`config.mk`:
```
export PLATFORM = sky130hd
export DESIGN_NAME = load_use_scoreboard
export DESIGN_NICKNAME = d
export VERILOG_FILES = /design/src/rr_isa_pkg.sv /design/src/rr_pipe_pkg.sv /design/src/load_use_scoreboard.sv
export SDC_FILE = /design/constraint.sdc
export NUM_CORES = 1
export LEC_CHECK = 0
export BUFFER_PORTS_ARGS = -buffer_cell sky130_fd_sc_hd__clkbuf_2
export CAP_MARGIN = 10
export CORE_MARGIN = 3
export CORE_UTILIZATION = 52
export CTS_BUF_LIST = sky130_fd_sc_hd__clkbuf_16
export CTS_CLUSTER_DIAMETER = 30
export CTS_CLUSTER_SIZE = 28
export DETAILED_ROUTE_END_ITERATION = 12
export PLACE_DENSITY = 0.87
export SKIP_CTS_REPAIR_TIMING = 1
export SLEW_MARGIN = 30
export SYNTH_ARGS = -nofsm -noshare
export SYNTH_HDL_FRONTEND = slang
export SYNTH_SLANG_ARGS = --single-unit
export TNS_END_PERCENT = 20
```
`constraint.sdc`:
```
create_clock -name clk -period 1.8 [get_ports clk]
set_input_delay 0.18 -clock clk [delete_from_list [all_inputs] [get_ports clk]]
set_output_delay 0.18 -clock clk [all_outputs]
set_load 0.02 [all_outputs]
```
`src/rr_isa_pkg.sv`:
```
`default_nettype none

package rr_isa_pkg;

    // architectural widths
    localparam int XLEN      = 32;
    localparam int REG_IDX_W = 5;
    localparam int NUM_REGS  = 32;

    // data word, used for operands, pc, inst and imm
    typedef logic [XLEN-1:0] word_t;
    // r0 reads as zero and never carries a hazard
    typedef logic [REG_IDX_W-1:0] reg_idx_t;

    // micro-op layout
    localparam int UOP_W        = 12;
    localparam int UOP_MEM_BIT  = 0;
    localparam int UOP_COND_LSB = 4;
    localparam int UOP_COND_W   = 4;
    // bit inside the cond field, set for stores
    localparam int COND_STORE_BIT = 2;

    typedef logic [UOP_W-1:0] uop_t;

    // andi r0, r0, 0
    localparam word_t INST_NOP = 32'h03400000;

endpackage

`default_nettype wire

```
`src/rr_pipe_pkg.sv`:
```
`default_nettype none

package rr_pipe_pkg;

    // two issue lanes, lane 1 is the younger
    localparam int NUM_LANES = 2;

    // read ports in order rj0, rj1, rk0, rk1
    localparam int NUM_SRC = 4;

    // older load destinations kept after the load leaves execute
    localparam int LOAD_HIST_DEPTH = 2;

    // entry 0 is the most recent
    typedef logic [LOAD_HIST_DEPTH-1:0][rr_isa_pkg::REG_IDX_W-1:0] load_hist_t;

endpackage

`default_nettype wire

```
`src/load_use_scoreboard.sv`:
```
`default_nettype none

module load_use_scoreboard (
    input  wire logic                 clk,
    input  wire logic                 aresetn,
    input  wire logic                 ex_fire,
    input  wire rr_isa_pkg::uop_t     ex_uop0,
    input  wire rr_isa_pkg::reg_idx_t ex_rd0,
    input  wire rr_isa_pkg::reg_idx_t id_rj0,
    input  wire rr_isa_pkg::reg_idx_t id_rj1,
    input  wire rr_isa_pkg::reg_idx_t id_rk0,
    input  wire rr_isa_pkg::reg_idx_t id_rk1,
    output logic                      load_stall
);

    // cond field of the lane 0 uop in execute
    logic [rr_isa_pkg::UOP_COND_W-1:0] cond;
    logic                              is_load;
    // load destination, zero for non-loads
    rr_isa_pkg::reg_idx_t              ld_rd;
    rr_pipe_pkg::load_hist_t           hist;
    // decode sources, rj0 rj1 rk0 rk1
    rr_isa_pkg::reg_idx_t              src [rr_pipe_pkg::NUM_SRC];

    assign cond    = ex_uop0[rr_isa_pkg::UOP_COND_LSB +: rr_isa_pkg::UOP_COND_W];
    // memory op that is not a store
    assign is_load = ex_uop0[rr_isa_pkg::UOP_MEM_BIT] & ~cond[rr_isa_pkg::COND_STORE_BIT];
    assign ld_rd   = is_load ? ex_rd0 : '0;

    assign src[0] = id_rj0;
    assign src[1] = id_rj1;
    assign src[2] = id_rk0;
    assign src[3] = id_rk1;

    // history steps once per execute advance
    always_ff @(posedge clk or negedge aresetn) begin
        if (!aresetn) begin
            hist <= '0;
        end else if (ex_fire) begin
            for (int d = rr_pipe_pkg::LOAD_HIST_DEPTH - 1; d > 0; d--) begin
                hist[d] <= hist[d-1];
            end
            hist[0] <= ld_rd;
        end
    end

    // match any source against the current load or the history
    always_comb begin
        load_stall = 1'b0;
        for (int s = 0; s < rr_pipe_pkg::NUM_SRC; s++) begin
            if (ld_rd != '0 && src[s] == ld_rd) begin
                load_stall = 1'b1;
            end
            for (int d = 0; d < rr_pipe_pkg::LOAD_HIST_DEPTH; d++) begin
                // zero entries are empty slots
                if (hist[d] != '0 && src[s] == hist[d]) begin
                    load_stall = 1'b1;
                end
            end
        end
    end

endmodule

`default_nettype wire

```
==> impl_metrics.tcl <==
set metrics [dict create \
    ir_worst_vdd_mv 1.15 \
    drt_pass1_iterations 4 \
    rsz0062_at_grt "true" \
    grt_pass1_wl_um 5710 \
    final_common_cell "clkbuf_2" \
    violations "negative setup slack" \
    regMostFlops "hist" \
    fin_crit_sh_pct 107 \
    synthCells 173 \
    ff2ff_path_depth 2 \
    slew_viol_final 0 \
    crit_start "hist[7]" \
    path_clk_slew_ns 0.04 \
    largest_reg_flops 10 \
    gp_congestion 0.855 \
    synth_area_um2 1410 \
    slew_headroom_pct 77.9 \
    grt_overflow 0 \
    drt_iter0_drc 75 \
    layout_common_cells "29 x clkbuf_2, 27 x xnor2_1, 23 x xor2_1" \
    crit_end "load_stall" \
    arrival_ns 1.75 \
    reg2reg_from "hist[9]" \
    drv_cap 0 \
    ant_nets 0 \
    antenna_found_initial 0 \
    power_w 0.00103 \
    setup_violations 1 \
    cts-root-buf "clkbuf_16" \
    initial_core_util_pct 56.1 \
    cp-start-kind "register" \
    drc 0 \
    cts_max_level 1 \
    largestRegisters "hist (10)" \
    io_buffers 30 \
    place_hpwl_um 2720 \
    outcome "complete, but fails checks" \
    avgSynthCellArea_um2 8.17 \
    fin_ws_ns -0.134 \
    cts_sinks 10 \
    syn_nets 213 \
    coreArea_um2 2520 \
    path_max_fanout 6 \
    first_global_vias 1208 \
    ys_types 30 \
    cts_tree "yes" \
    die_width_um 58.1 \
    ys_seq_elements 10 \
    cts_buffers 3 \
    fp-row-count 18 \
    crit_path_end_kind "output port" \
    hp-class "in -> reg" \
    required_ns 1.62 \
    grt_use_total_pct 21.6 \
    regToRegEndpoint "hist[9]" \
    clk_path_buf_depth 2 \
    vias 1346 \
    die-height_um 58.1 \
    finalWirelength_um 3660 \
    tightest_slew_ns 0.330 \
    hold_viol_final 0 \
    routedWlPerCell_um 16.0 \
    p_per_area_nw_per_um2 602 \
    reg2reg_slack_ns 0.84 \
    ys_seq_area_share_pct 17.7 \
    clock_latency_ns 0.23 \
    area_growth_pct 20.5 \
    fin_skew_ns 0.000162 \
    hold-worst-slack_ns 0.342 \
    drive_above_1_share_pct 32.7 \
    synth_warnings 0 \
    io_pins 41 \
    power.leakage_nw 0.711 \
    period_needed_ns 1.93 \
    fmaxAchievable_ghz 0.517 \
    grt_start_max_net_pins 16 \
    critical_path_class "reg -> out" \
    routed_via_density 5.88 \
    antennaDiodeCount 0 \
    dieArea_um2 3380 \
    layout.nets 240 \
]
## cells in the mapped netlist
library cell	n	area share, %
nor4bb_1	3	2.1
nand2_1	3	0.80
nor2_1	15	4.0
and4bb_1	4	3.5
and4bb_2	1	0.88
inv_1	5	1.3
a31oi_1	11	4.9
buf_6	3	2.4
nor4_1	1	0.44
a21oi_1	1	0.35
o21ai_0	5	1.8
xnor2_1	28	17
buf_2	12	4.2
a22oi_1	1	0.53
o32ai_1	8	5.0
nand3_1	12	4.2
o311ai_0	1	0.62
dfrtp_1	10	18
nand4_1	1	0.44
clkbuf_8	1	0.97
xor2_1	24	15
nor3_1	9	3.2
clkbuf_1	2	0.53
clkbuf_2	1	0.35
buf_4	1	0.53
nand2b_1	1	0.44
nor2b_1	1	0.44
nand3_2	2	1.4
mux2_2	5	4.0
a221o_1	1	0.71
## power by group
part / switching, W / internal, W / leakage [nW]
sequential: 0.0000386 / 0.000244 / 0.123
clock: 0.0000935 / 0.000290 / 0.0385
combinational: 0.000179 / 0.000182 / 0.550
total: 0.000311 / 0.000716 / 0.711
## metal layers
layer	track usage, %	part of all wire, %	wire [um]	up-vias
met1	30.3	46	1670	635
met2	34.4	47	1730	45
met5	0	0	0	-
li1	-	-	-	660
met4	4.30	1.3	48	0
met3	4.68	5.6	206	6
## worst min-delay path by stage
stage                     depth (start not counted)       from       to  slack [ns]
after floorplan                                   0    aresetn  hist[0]       -0.12
after global placement                            1    aresetn  hist[8]        0.05
after detailed placement                          1    aresetn  hist[8]        0.05
after CTS                                         1    aresetn  hist[1]       -0.19
after global routing                              2    aresetn  hist[6]        0.37
final                                             3  ex_rd0[2]  hist[2]        0.34
## metrics by stage
step | instances | instance area [um2] | setup TNS (ns) | setup slack (ns) | util, %
4_1_cts | 224 | 1610 | -0.235 | -0.235 | 63.6
3_3_place_gp | 220 | 1530 | 0 | 0.0527 | 60.5
5_1_grt | 229 | 1700 | -0.218 | -0.218 | 67.6
2_1_floorplan | 173 | 1410 | 0 | 0.207 | -
3_5_place_dp | 220 | 1530 | 0 | 0.0103 | 60.5
6_report | 229 | 1700 | -0.134 | -0.134 | 67.6
## kinds of logic after synthesis
logic type                synth area share (%)
and+or+nand+nor                           21.9
DFF                                       17.7
buffers and inverters                     10.4
xor gates and xnor gates                  32.2
AOI/OAI and AO/OA                         13.8
muxes                                     3.98
## cell type report
cell class	instances	area [um2]
multi-input combinational	138	1050
fill	207	818
timing repair buffer	42	262
sequential	10	260
clock buffer	3	75.1
tap	30	37.5
inverter	5	18.8
clock inverter	1	3.75
## worst max-delay path, stage by stage, from the launching register on
cell	delay [ns]
dfrtp_2	0.48
xnor2_2	0.15
nand3_1	0.09
nor3_2	0.06
a31oi_1	0.14
o311ai_1	0.12
a221o_1	0.34
buf_6	0.14
Note: power is estimated with default switching activity, not from simulation.
