## config.mk

```make
export PLATFORM = sky130hd
export DESIGN_NAME = dual_regfile
export DESIGN_NICKNAME = d
export VERILOG_FILES = /design/src/rr_isa_pkg.sv /design/src/rr_pipe_pkg.sv /design/src/dual_regfile.sv
export SDC_FILE = /design/constraint.sdc
export NUM_CORES = 2
export LEC_CHECK = 0
export BUFFER_PORTS_ARGS = -buffer_cell sky130_fd_sc_hd__buf_2
export CAP_MARGIN = 20
export CORE_UTILIZATION = 40
export DETAILED_ROUTE_END_ITERATION = 8
export PLACE_DENSITY = 0.54
export SLEW_MARGIN = 20
export SYNTH_ARGS = -nofsm -noshare
export SYNTH_HDL_FRONTEND = slang
export SYNTH_SLANG_ARGS = --single-unit
```

## constraint.sdc

```tcl
create_clock -name clk -period 2.42 [get_ports clk]
set_input_delay 0.484 -clock clk [delete_from_list [all_inputs] [get_ports clk]]
set_output_delay 0.484 -clock clk [all_outputs]
set_load 0.05 [all_outputs]
```

## src/rr_isa_pkg.sv

```systemverilog
`default_nettype none

package rr_isa_pkg;

    // architectural widths
    localparam int XLEN      = 32;
    localparam int REG_IDX_W = 5;
    localparam int NUM_REGS  = 32;

    // data word, used for operands, pc, inst and imm
    typedef logic [XLEN-1:0] word_t;
    // r0 reads as zero and never carries a hazard
    typedef logic [REG_IDX_W-1:0] reg_idx_t;

    // micro-op layout
    localparam int UOP_W        = 12;
    localparam int UOP_MEM_BIT  = 0;
    localparam int UOP_COND_LSB = 4;
    localparam int UOP_COND_W   = 4;
    // bit inside the cond field, set for stores
    localparam int COND_STORE_BIT = 2;

    typedef logic [UOP_W-1:0] uop_t;

    // andi r0, r0, 0
    localparam word_t INST_NOP = 32'h03400000;

endpackage

`default_nettype wire

```

## src/rr_pipe_pkg.sv

```systemverilog
`default_nettype none

package rr_pipe_pkg;

    // two issue lanes, lane 1 is the younger
    localparam int NUM_LANES = 2;

    // read ports in order rj0, rj1, rk0, rk1
    localparam int NUM_SRC = 4;

    // older load destinations kept after the load leaves execute
    localparam int LOAD_HIST_DEPTH = 2;

    // entry 0 is the most recent
    typedef logic [LOAD_HIST_DEPTH-1:0][rr_isa_pkg::REG_IDX_W-1:0] load_hist_t;

endpackage

`default_nettype wire

```

## src/dual_regfile.sv

```systemverilog
`default_nettype none

module dual_regfile (
    input  wire logic                 clk,
    input  wire logic                 aresetn,
    input  wire logic                 we0,
    input  wire rr_isa_pkg::reg_idx_t waddr0,
    input  wire rr_isa_pkg::word_t    wdata0,
    input  wire logic                 we1,
    input  wire rr_isa_pkg::reg_idx_t waddr1,
    input  wire rr_isa_pkg::word_t    wdata1,
    input  wire rr_isa_pkg::reg_idx_t raddr_j0,
    input  wire rr_isa_pkg::reg_idx_t raddr_j1,
    input  wire rr_isa_pkg::reg_idx_t raddr_k0,
    input  wire rr_isa_pkg::reg_idx_t raddr_k1,
    output rr_isa_pkg::word_t         rdata_j0,
    output rr_isa_pkg::word_t         rdata_j1,
    output rr_isa_pkg::word_t         rdata_k0,
    output rr_isa_pkg::word_t         rdata_k1
);

    // write ports by lane
    logic                 we    [rr_pipe_pkg::NUM_LANES];
    rr_isa_pkg::reg_idx_t waddr [rr_pipe_pkg::NUM_LANES];
    rr_isa_pkg::word_t    wdata [rr_pipe_pkg::NUM_LANES];

    // no storage behind r0
    rr_isa_pkg::word_t regs [1:rr_isa_pkg::NUM_REGS-1];

    assign we[0]    = we0;
    assign waddr[0] = waddr0;
    assign wdata[0] = wdata0;
    assign we[1]    = we1;
    assign waddr[1] = waddr1;
    assign wdata[1] = wdata1;

    // one read port with write-first bypass
    function automatic rr_isa_pkg::word_t read_port(input rr_isa_pkg::reg_idx_t addr);
        rr_isa_pkg::word_t data;
        if (addr == '0) begin
            data = '0;
        end else begin
            data = regs[addr];
            // lane 0 first, so lane 1 overrides on a shared index
            for (int i = 0; i < rr_pipe_pkg::NUM_LANES; i++) begin
                if (we[i] && waddr[i] == addr) begin
                    data = wdata[i];
                end
            end
        end
        return data;
    endfunction

    // combinational reads, same cycle as decode indices
    always_comb begin
        rdata_j0 = read_port(raddr_j0);
        rdata_j1 = read_port(raddr_j1);
        rdata_k0 = read_port(raddr_k0);
        rdata_k1 = read_port(raddr_k1);
    end

    // later nba wins, lane 1 takes a doubly written register
    always_ff @(posedge clk or negedge aresetn) begin
        if (!aresetn) begin
            for (int r = 1; r < rr_isa_pkg::NUM_REGS; r++) begin
                regs[r] <= '0;
            end
        end else begin
            for (int i = 0; i < rr_pipe_pkg::NUM_LANES; i++) begin
                // writes to r0 dropped
                if (we[i] && waddr[i] != '0) begin
                    regs[waddr[i]] <= wdata[i];
                end
            end
        end
    end

endmodule

`default_nettype wire

```

==> impl_results.md <==
- Top FF cell, synth: dfrtp_1
- Syn Area/Cell: between 9 and 10 sq um
- Syn Inst Count: 8405
- P_sw: 32.40 mW
- Antenna violations before repair: 17
- Worst R2R Path Depth: 5
- Crit Path Class: flip-flop to output pin
- PnR Total Power: 85.60 mW
- CP max stage delay: just under 0.7 ns
- Final setup violation count: between 100 and 150
- Static Leak: 48.46 nW
- Worst path buffer plus inverter count: 1
- Die area: between 200000 and 250000 sq um
- Vias in the first global route: 83497
- VDD IR max: 746.1 uV
- DR vias: 86874
- Die width: 455.3 um
- Worst-path maximum fanout: 2
- DRC: 0
- CTS H-tree depth: 4
- Root Driver: clkbuf_16
- Worst slew margin: 0.3032
- Setup crit end kind: output pin
- Asr flop ratio synth: 1.000
- Yosys top cell by area: dfrtp_1
- CTS buffer count: 133
- Final WL: around 470000 um
- CTS sink count: 992
- Cell Rows: 166
- Area share of the largest cell type after synthesis: 0.3020
- Pin count of the biggest net entering global routing: around 100
- Core ar.: between 200000 and 250000 sq um
- Max layer used: met5
- Status: finished with violations
- CTS tree: done
- Met3 routed WL: 53420 um
- Syn Nets: 8503
- Most instantiated cells after synthesis: mux2i_1 (1632), dfrtp_1 (992), clkbuf_1 (613)
- M1 WL: 167200 um
- Failing checks: setup timing
- Gate power share: 0.449
- Slowest CP cell: a211oi_4
- Reg power frac: 0.306
- Post-synthesis sequential area ratio: 0.3020
- Least-Margin Pin Slew: 1.043 ns
- Routed len/inst: 37.65 um
- Total Routing Usage GR: 0.4408
- Worst-path clk slew: 0.06 ns
- Final worst setup slack: -1.126 ns
- Starting Density: 0.4022
- Gr ovfl total: 0
- Max-cap violations: 0
- First-pass GRT wire length: 649500 um
- Max-slew violations: 0
- Final Hold Viols: 0
- Critical-path cell list: mux4_2, mux2_4, a211oi_4, o41ai_4, buf_12
- Worst Hold Depth: 3
- Area grow syn2layout: 38.91%
- Vias per inst: roughly 7
- Initial DRC count: 12550
- Required time of the worst setup path: 1.94 ns
- Met2 WL: 194600 um
- Synth warn: 0
- Clock skew: 0 ns
- CP delay by family, top: compound AO/OA/AOI/OAI gates
- Most frequent cell after synthesis: mux2i_1
- Post-synth EDFFs: 0
- Internal power: ~53 mW
- Leading post-synthesis cells by cell area: dfrtp_1 (30%), mux2i_1 (20%), mux4_2 (13%)
- Biggest register: regs
- #FFs+latches synth: 992
- Synthesized cell area: roughly 80000 sq um
- Final Hold Slack: 0.05554 ns
- Antenna Nets Post-Route: 0
- Worst Setup Start Kind: flip-flop
- NumNets Final: just under 10000
- Clk Latency, worst-skew pair: 0.83 ns
- Hold Path Class: input pin to flip-flop
- Pwr Density: 749.6 nW/um^2
- DP HPWL: 323200 um
- Minimum clock period: 3.546 ns
- Number of flip-flops in the largest register: 992
- # port buffers: 225
- GP Congestion: between 1 and 1.5
- Die height: 455.3 um
- Top Registers: regs (992)
- Max Fclk: 0.2820 GHz
- CTS Buffer Depth: 3
- # IOs: 226
- Post-synth cell types: 70
- Clk pwr share: 0.245
- Share of cells above drive strength 1: 0.3992
- Switching share of power: 0.3785
- Final Cycle Share: 1.465
- Critical Path Stages: 5
- CP arrival: 3.06 ns
- RSZ-0062 raised after global routing: yes
- Initial DRT Pass Iterations: 7
-- per-layer routing --
metal | vias up | track usage
li1 | 34746 | -
met1 | 43097 | 0.5360
met2 | 7043 | 0.6323
met3 | 1976 | 0.1161
met4 | 12 | 0.4134
met5 | - | 0
-- path summary, 6_finish.rpt --
path	slack (ns)	from	end
worst min-delay path	0.06	wdata1[6]	regs[198]
max in group asynchronous	1.12	aresetn	regs[122]
worst min register to register	0.62	regs[569]	regs[569]
worst max-delay path	-1.13	regs[594]	rdata_j0[18]
worst max register to register	1.30	regs[598]	regs[598]
min in group asynchronous	0.19	aresetn	regs[518]
-- placed cells by master (no fill, tap or decap), types with 79 or more instances in the layout --
| master | netlist | final |
|---|---|---|
| mux2_2 | 303 | 196 |
| nand2_1 | 507 | 476 |
| mux2_4 | 0 | 107 |
| clkbuf_16 | 0 | 143 |
| a221oi_1 | 116 | 86 |
| buf_4 | 152 | 1464 |
| mux2i_1 | 1632 | 1624 |
| a21oi_1 | 568 | 553 |
| dfrtp_1 | 992 | 943 |
| o21ai_0 | 416 | 402 |
| buf_12 | 1 | 467 |
| a32oi_1 | 328 | 305 |
| o22ai_1 | 424 | 402 |
| buf_2 | 212 | 79 |
| nor3_2 | 7 | 80 |
| o41ai_4 | 0 | 98 |
| nor3_1 | 302 | 210 |
| buf_6 | 35 | 185 |
| mux4_2 | 463 | 463 |
| nor2_1 | 584 | 557 |
-- worst register-to-register path: cells and delay by family, from the launching register on --
kind / cells / cell delay, ns
AOI/OAI and AO/OA: 1 / 0.09
buffers and inverters: 3 / 0.36
DFF: 1 / 0.39
muxes: 1 / 0.15
-- cell families after synthesis --
| logic type | count (synthesis) | share of synthesized area |
|---|---|---|
| AO/OA/AOI/OAI | 2229 | 0.1745 |
| XOR/XNOR | 40 | 0.004262 |
| multiplexers | 2398 | 0.3671 |
| AND/OR/NAND/NOR | 1634 | 0.08779 |
| buffers and inverters | 1112 | 0.06437 |
| flip-flops | 992 | 0.3020 |
-- what timing repair did --
item / in CTS / in global routing
cloned: 2 / 3
endpoints found under the hold margin: 54 / 0
hold buffers: 1 / 0
setup endpoints to repair: 128 / 128
gates resized for setup: 570 / 219
pin swaps: 238 / 124
buffers inserted: 173 / 79
-- per-stage QoR --
stage,TNS (ns),util,setup slack [ns],cells,area (sq um)
5_1_grt,-107.35,0.5586,-1.068,12432,114200
3_5_place_dp,-186.16,0.5123,-1.744,11990,104700
4_1_cts,-106.12,0.5518,-1.102,12365,112800
3_3_place_gp,-178.25,0.5123,-1.695,11990,104700
6_report,-105.90,0.5587,-1.126,12441,114200
2_1_floorplan,-34.97,-,-0.3533,8405,86130
-- power by group through the flow --
stage | logic [mW] | clock network, mW | registers [mW]
after floorplan | 19.8 | 0 | 25.0
after global placement | 33.1 | 0 | 26.0
after detailed placement | 33.7 | 0 | 26.2
after CTS | 36.7 | 21.0 | 25.7
after global routing | 40.0 | 21.7 | 26.5
final | 38.4 | 21.0 | 26.2
-- cell type report --
cell class              count  area, sq um
fillers                 17489        90180
multi-input cells        6301        58150
flip-flops and latches    992        24890
repair buffers           2215        23290
clock buffers             204         4084
well taps                2688         3363
clock inverters            25        376.6
diodes                     14        35.03
inverters                   2        7.507
(Power assumes the default switching activity.)
