### src/rr_isa_pkg.sv
`default_nettype none

package rr_isa_pkg;

    // architectural widths
    localparam int XLEN      = 32;
    localparam int REG_IDX_W = 5;
    localparam int NUM_REGS  = 32;

    // data word, used for operands, pc, inst and imm
    typedef logic [XLEN-1:0] word_t;
    // r0 reads as zero and never carries a hazard
    typedef logic [REG_IDX_W-1:0] reg_idx_t;

    // micro-op layout
    localparam int UOP_W        = 12;
    localparam int UOP_MEM_BIT  = 0;
    localparam int UOP_COND_LSB = 4;
    localparam int UOP_COND_W   = 4;
    // bit inside the cond field, set for stores
    localparam int COND_STORE_BIT = 2;

    typedef logic [UOP_W-1:0] uop_t;

    // andi r0, r0, 0
    localparam word_t INST_NOP = 32'h03400000;

endpackage

`default_nettype wire

### src/rr_pipe_pkg.sv
`default_nettype none

package rr_pipe_pkg;

    // two issue lanes, lane 1 is the younger
    localparam int NUM_LANES = 2;

    // read ports in order rj0, rj1, rk0, rk1
    localparam int NUM_SRC = 4;

    // older load destinations kept after the load leaves execute
    localparam int LOAD_HIST_DEPTH = 2;

    // entry 0 is the most recent
    typedef logic [LOAD_HIST_DEPTH-1:0][rr_isa_pkg::REG_IDX_W-1:0] load_hist_t;

endpackage

`default_nettype wire

### src/ex_issue_reg.sv
`default_nettype none

module ex_issue_reg (
    input  wire logic                 clk,
    input  wire logic                 aresetn,
    input  wire logic                 flush,
    input  wire logic                 reg_readygo,
    input  wire logic                 ex_allowin,
    input  wire logic                 forward_stall,
    input  wire logic                 load_stall,
    input  wire rr_isa_pkg::word_t    id_pc0,
    input  wire rr_isa_pkg::word_t    id_pc1,
    input  wire rr_isa_pkg::word_t    id_inst0,
    input  wire rr_isa_pkg::word_t    id_inst1,
    input  wire rr_isa_pkg::word_t    id_imm0,
    input  wire rr_isa_pkg::word_t    id_imm1,
    input  wire rr_isa_pkg::uop_t     id_uop0,
    input  wire rr_isa_pkg::uop_t     id_uop1,
    input  wire rr_isa_pkg::reg_idx_t id_rj0,
    input  wire rr_isa_pkg::reg_idx_t id_rj1,
    input  wire rr_isa_pkg::reg_idx_t id_rk0,
    input  wire rr_isa_pkg::reg_idx_t id_rk1,
    input  wire rr_isa_pkg::reg_idx_t id_rd0,
    input  wire rr_isa_pkg::reg_idx_t id_rd1,
    input  wire rr_isa_pkg::word_t    rj0_data,
    input  wire rr_isa_pkg::word_t    rj1_data,
    input  wire rr_isa_pkg::word_t    rk0_data,
    input  wire rr_isa_pkg::word_t    rk1_data,
    input  wire logic                 fwd_flag_j0,
    input  wire logic                 fwd_flag_j1,
    input  wire logic                 fwd_flag_k0,
    input  wire logic                 fwd_flag_k1,
    input  wire rr_isa_pkg::word_t    fwd_data_j0,
    input  wire rr_isa_pkg::word_t    fwd_data_j1,
    input  wire rr_isa_pkg::word_t    fwd_data_k0,
    input  wire rr_isa_pkg::word_t    fwd_data_k1,
    output logic                      reg_allowin,
    output logic                      ex_readygo,
    output logic                      ex_fire,
    output rr_isa_pkg::word_t         ex_pc0,
    output rr_isa_pkg::word_t         ex_pc1,
    output rr_isa_pkg::word_t         ex_inst0,
    output rr_isa_pkg::word_t         ex_inst1,
    output rr_isa_pkg::word_t         ex_imm0,
    output rr_isa_pkg::word_t         ex_imm1,
    output rr_isa_pkg::uop_t          ex_uop0,
    output rr_isa_pkg::uop_t          ex_uop1,
    output rr_isa_pkg::reg_idx_t      ex_rj0,
    output rr_isa_pkg::reg_idx_t      ex_rj1,
    output rr_isa_pkg::reg_idx_t      ex_rk0,
    output rr_isa_pkg::reg_idx_t      ex_rk1,
    output rr_isa_pkg::reg_idx_t      ex_rd0,
    output rr_isa_pkg::reg_idx_t      ex_rd1,
    output rr_isa_pkg::word_t         ex_rj0_data,
    output rr_isa_pkg::word_t         ex_rj1_data,
    output rr_isa_pkg::word_t         ex_rk0_data,
    output rr_isa_pkg::word_t         ex_rk1_data
);

    logic capture;
    logic bubble;

    // operands by source, order rj0 rj1 rk0 rk1
    rr_isa_pkg::word_t rf_data  [rr_pipe_pkg::NUM_SRC];
    logic              fwd_flag [rr_pipe_pkg::NUM_SRC];
    rr_isa_pkg::word_t fwd_data [rr_pipe_pkg::NUM_SRC];
    rr_isa_pkg::word_t opnd_q   [rr_pipe_pkg::NUM_SRC];

    // stage handshake
    assign ex_readygo  = ~forward_stall;
    assign reg_allowin = ex_allowin & ~forward_stall & ~load_stall;
    assign ex_fire     = ex_allowin & ex_readygo;
    assign capture     = reg_readygo & reg_allowin;
    // flush, or entry leaves with nothing behind it
    assign bubble      = flush | (ex_fire & ~capture);

    assign rf_data  = '{rj0_data, rj1_data, rk0_data, rk1_data};
    assign fwd_flag = '{fwd_flag_j0, fwd_flag_j1, fwd_flag_k0, fwd_flag_k1};
    assign fwd_data = '{fwd_data_j0, fwd_data_j1, fwd_data_k0, fwd_data_k1};

    assign ex_rj0_data = opnd_q[0];
    assign ex_rj1_data = opnd_q[1];
    assign ex_rk0_data = opnd_q[2];
    assign ex_rk1_data = opnd_q[3];

    // instruction fields, hold when neither bubble nor capture
    always_ff @(posedge clk or negedge aresetn) begin
        if (!aresetn) begin
            ex_pc0   <= '0;
            ex_pc1   <= '0;
            ex_inst0 <= rr_isa_pkg::INST_NOP;
            ex_inst1 <= rr_isa_pkg::INST_NOP;
            ex_imm0  <= '0;
            ex_imm1  <= '0;
            ex_uop0  <= '0;
            ex_uop1  <= '0;
            ex_rj0   <= '0;
            ex_rj1   <= '0;
            ex_rk0   <= '0;
            ex_rk1   <= '0;
            ex_rd0   <= '0;
            ex_rd1   <= '0;
        end else if (bubble) begin
            // nop pair, zero rd so no hazard or writeback
            ex_pc0   <= '0;
            ex_pc1   <= '0;
            ex_inst0 <= rr_isa_pkg::INST_NOP;
            ex_inst1 <= rr_isa_pkg::INST_NOP;
            ex_imm0  <= '0;
            ex_imm1  <= '0;
            ex_uop0  <= '0;
            ex_uop1  <= '0;
            ex_rj0   <= '0;
            ex_rj1   <= '0;
            ex_rk0   <= '0;
            ex_rk1   <= '0;
            ex_rd0   <= '0;
            ex_rd1   <= '0;
        end else if (capture) begin
            ex_pc0   <= id_pc0;
            ex_pc1   <= id_pc1;
            ex_inst0 <= id_inst0;
            ex_inst1 <= id_inst1;
            ex_imm0  <= id_imm0;
            ex_imm1  <= id_imm1;
            ex_uop0  <= id_uop0;
            ex_uop1  <= id_uop1;
            ex_rj0   <= id_rj0;
            ex_rj1   <= id_rj1;
            ex_rk0   <= id_rk0;
            ex_rk1   <= id_rk1;
            ex_rd0   <= id_rd0;
            ex_rd1   <= id_rd1;
        end
    end

    // operands, patched from forwarding while held
    always_ff @(posedge clk or negedge aresetn) begin
        if (!aresetn) begin
            for (int s = 0; s < rr_pipe_pkg::NUM_SRC; s++) begin
                opnd_q[s] <= '0;
            end
        end else begin
            for (int s = 0; s < rr_pipe_pkg::NUM_SRC; s++) begin
                if (bubble) begin
                    opnd_q[s] <= '0;
                end else if (capture) begin
                    opnd_q[s] <= rf_data[s];
                end else if (fwd_flag[s]) begin
                    // producer result arrived late
                    opnd_q[s] <= fwd_data[s];
                end
            end
        end
    end

endmodule

`default_nettype wire

### config.mk
export PLATFORM = sky130hd
export DESIGN_NAME = ex_issue_reg
export DESIGN_NICKNAME = d
export VERILOG_FILES = /design/src/rr_isa_pkg.sv /design/src/rr_pipe_pkg.sv /design/src/ex_issue_reg.sv
export SDC_FILE = /design/constraint.sdc
export NUM_CORES = 1
export LEC_CHECK = 0
export ABC_CLOCK_PERIOD_IN_PS = 930
export BUFFER_PORTS_ARGS = -buffer_cell sky130_fd_sc_hd__buf_4
export CORE_AREA = 5 5 339 341
export CTS_BUF_LIST = sky130_fd_sc_hd__clkbuf_8
export CTS_CLUSTER_SIZE = 28
export DETAILED_ROUTE_END_ITERATION = 10
export DIE_AREA = 0 0 344 346
export PLACE_DENSITY = 0.31
export RECOVER_POWER = 100
export SLEW_MARGIN = 20
export SYNTH_ARGS = -nofsm -noshare
export SYNTH_HDL_FRONTEND = slang
export SYNTH_SLANG_ARGS = --single-unit
### constraint.sdc
create_clock -name clk -period 0.93 [get_ports clk]
set_input_delay 0.0465 -clock clk [delete_from_list [all_inputs] [get_ports clk]]
set_output_delay 0.0465 -clock clk [all_outputs]
set_load 0.005 [all_outputs]
==> flow_summary.toml <==
[yosys]
seq_area_frac_synth = 0.5636
synth.avg_cell_area_um2 = 10.11
netlist-cell-type-count = 21
syn_area_mm2 = 0.01662
ys_warn_count = 0
syn_nets = 2157
syn_inst = 1644
ys_seq_elements = 374

[worst_hold_path]
hp-class = "in -> reg"
worstHoldStart = "reg_readygo"

[setup_path]
timing.rr.start = "ex_rk0_data[17]$_DFFE_PN0P_"
path_cells = "buf_8"
cp-end-kind = "primary output"
crit_start = "ex_inst1[22]$_DFFE_PN1P_"
critPathTopFamily = "flip-flops"
crit_arrival_ns = 1.37
cp.buffers_inverters = 1
cp.required_ns = 0.88
crit_fanout = 2
critical_path_class = "reg -> out"
crit_end = "ex_inst1[22]"
r2r_slack_ns = -0.01
ff2ff_path_depth = 3
path_depth = 1
critPathLaunchType = "flip-flop"
r2r-end = "ex_rk0_data[17]$_DFFE_PN0P_"
crit_slowest_cell = "dfstp_2"
slowest_delay_ns = 0.55

[floorplanning]
rows = 123
core_region_area_mm2 = 0.1116
pin_count = 890
fp.dieW_um = 344
initial_core_util = 0.1490
dieArea_mm2 = 0.1190
die_h_um = 346

[clocking]
cts.path.max_buffers = 3
cts_root_buffer = "clkbuf_8"
clkLatencyLatePin_ns = 0.66
clk_pin_slew_worst_paths_ns = 0.07
cts_tree = "yes"
cts.sink_count = 374
cts_buffers = 83
cts.htree.levels = 3

[sta]
timing.fmax_ghz = 0.7040
fin_crit_sh = 1.527
fin_worst_skew_ns = 0
period_minus_slack_ns = 1.420
whs_ns = 0.1285
setup-tns-final_ns = -227.50
setup_viol_count_final = 1045
rsz0062_at_grt = "yes"
finalHoldViolCount = 0
report.final.slew_viol_count = 0
worst_pin_slew_ns = 0.8102
maxSlewHeadroom = 0.4598
final.setup.worst_slack_ns = -0.4904

[detailed_routing]
vias = 18420
routed_via_density = 3.815
wirelength_mm = 91.74
wl_per_cell_um = 19.01
first_pass_iters = 5
drt_iter0_markers = 685
postRouteAntennaNets = 0
drc = 0

[final_layout]
design_area_mm2 = 0.03533
finalNetCount = 3774
fin_cells = 4827
drive_gt1_frac = 0.4284
nFillCells = 11750
finish.utilization = 0.3167
syn2layout_area_growth_pct = 112.6

[run_status]
violations = "setup timing"
status = "finished with violations"

[placed_design]
port-buffer-count = 889
dpl.hpwl_mm = 68.63
placed_area_mm2 = 0.02608
place.gp.congestion = 0.8269
post-place-ws_ns = -0.4302
place_inst = 4039

[global_routing]
antenna_found_initial = 12
grt_overflow_total = 0
grt_pass1_vias = 20470
gr-usage-all-layers = 0.1449
grt_pass1_wl_mm = 131.0
grt_max_degree = 59

[power]
power_density_mw_per_mm2 = 1244
ir_drop_v = 0.0007014
finalPower_mw = 43.97
p_leak_nw = 16.39

[run]
max_cap_violations = 0
-- cells in the final DEF, fill, tap and decap left out, drive strengths merged --
cell type / count
and4bb: 1
a211oi: 128
nand2b: 1
a21o: 1
a21oi: 241
nand4bb: 1
nand2: 492
dfrtp: 368
mux2i: 128
clkinv: 4
buf: 1140
dlygate4sd3: 516
nor2: 128
diode: 8
inv: 35
dfstp: 6
dlymetal6s4s: 4
nand3: 6
bufinv: 1
nor2b: 2
clkbuf: 114
clkinvlp: 2
-- worst min-delay path by stage --
stage                                        to  cells after the start
floorplan                ex_imm0[0]$_DFFE_PN0P_                      0
global placement       ex_inst0[10]$_DFFE_PN0P_                      1
detailed placement     ex_inst0[10]$_DFFE_PN0P_                      1
CTS                       ex_pc1[4]$_DFFE_PN0P_                      5
global route        ex_rj0_data[29]$_DFFE_PN0P_                      5
finish              ex_rj0_data[22]$_DFFE_PN0P_                      5
-- area by class of cell --
type | instances | area [um2] | area share
Timing Repair Buffer | 1672 | 15830 | 0.4481
Sequential cell | 374 | 9366 | 0.2651
Multi-Input combinational cell | 1129 | 6634 | 0.1877
Tap cell | 1500 | 1877 | 0.05312
Clock buffer | 102 | 1404 | 0.03973
Clock inverter | 41 | 197.7 | 0.005595
Antenna cell | 8 | 20.02 | 0.0005666
Inverter | 1 | 3.754 | 0.0001062
-- per-layer routing --
metal	share of wire	track usage
met5	0.00014	0
met4	0.030	0.05074
met1	0.38	0.1582
met3	0.084	0.04885
met2	0.51	0.2610
-- power breakdown --
group | switching, mW | leakage, nW | total, mW | internal [mW]
sequential | 0.423 | 5.11 | 17.2 | 16.8
clock | 8.15 | 0.944 | 18.2 | 10.1
combinational | 3.36 | 10.3 | 8.52 | 5.15
-- synthesized netlist by cell type --
cell type | count | area (um2)
clkbuf_1 | 1 | 3.750
dfrtp_1 | 368 | 9209
a21o_1 | 1 | 7.510
and4bb_2 | 1 | 12.51
buf_2 | 120 | 600.6
nand2_1 | 492 | 1847
nand3_1 | 6 | 30.03
nor2_1 | 128 | 480.5
a211oi_1 | 24 | 180.2
nand4bb_1 | 1 | 11.26
inv_1 | 1 | 3.750
buf_4 | 6 | 45.04
mux2i_1 | 128 | 1281
nand2b_1 | 1 | 6.260
nor2b_2 | 1 | 8.760
a21oi_2 | 20 | 175.2
a211oi_2 | 104 | 1301
dfstp_2 | 6 | 157.7
nor2b_1 | 1 | 6.260
buf_6 | 13 | 146.4
a21oi_1 | 221 | 1106
-- cell families (layout without fill, tap and decap cells) --
group,Yosys count,after routing,synth area share
simple gates,631,631,0.1445
flops,374,374,0.5636
compound gates,370,370,0.1667
buf+inv,141,1816,0.04811
mux,128,128,0.07709
other cells,0,8,0
-- repair_timing --
item,in CTS,in global routing
pin swaps,2,12
hold endpoints to repair,748,6
hold buffers,521,1
gates cloned,0,2
setup endpoints to repair,375,1057
gates resized for setup,378,43
buffers inserted,54,63
-- flip-flops by register name (all words and copies together) (netlist names), 12 cells and up --
signal and cells:
ex_imm0 32, ex_imm1 32, ex_inst0 32, ex_inst1 32
ex_pc0 32, ex_pc1 32, ex_rj0_data 32, ex_rj1_data 32
ex_rk0_data 32, ex_rk1_data 32, ex_uop0 12, ex_uop1 12
No activity file was read; power rests on OpenSTA's default activity.
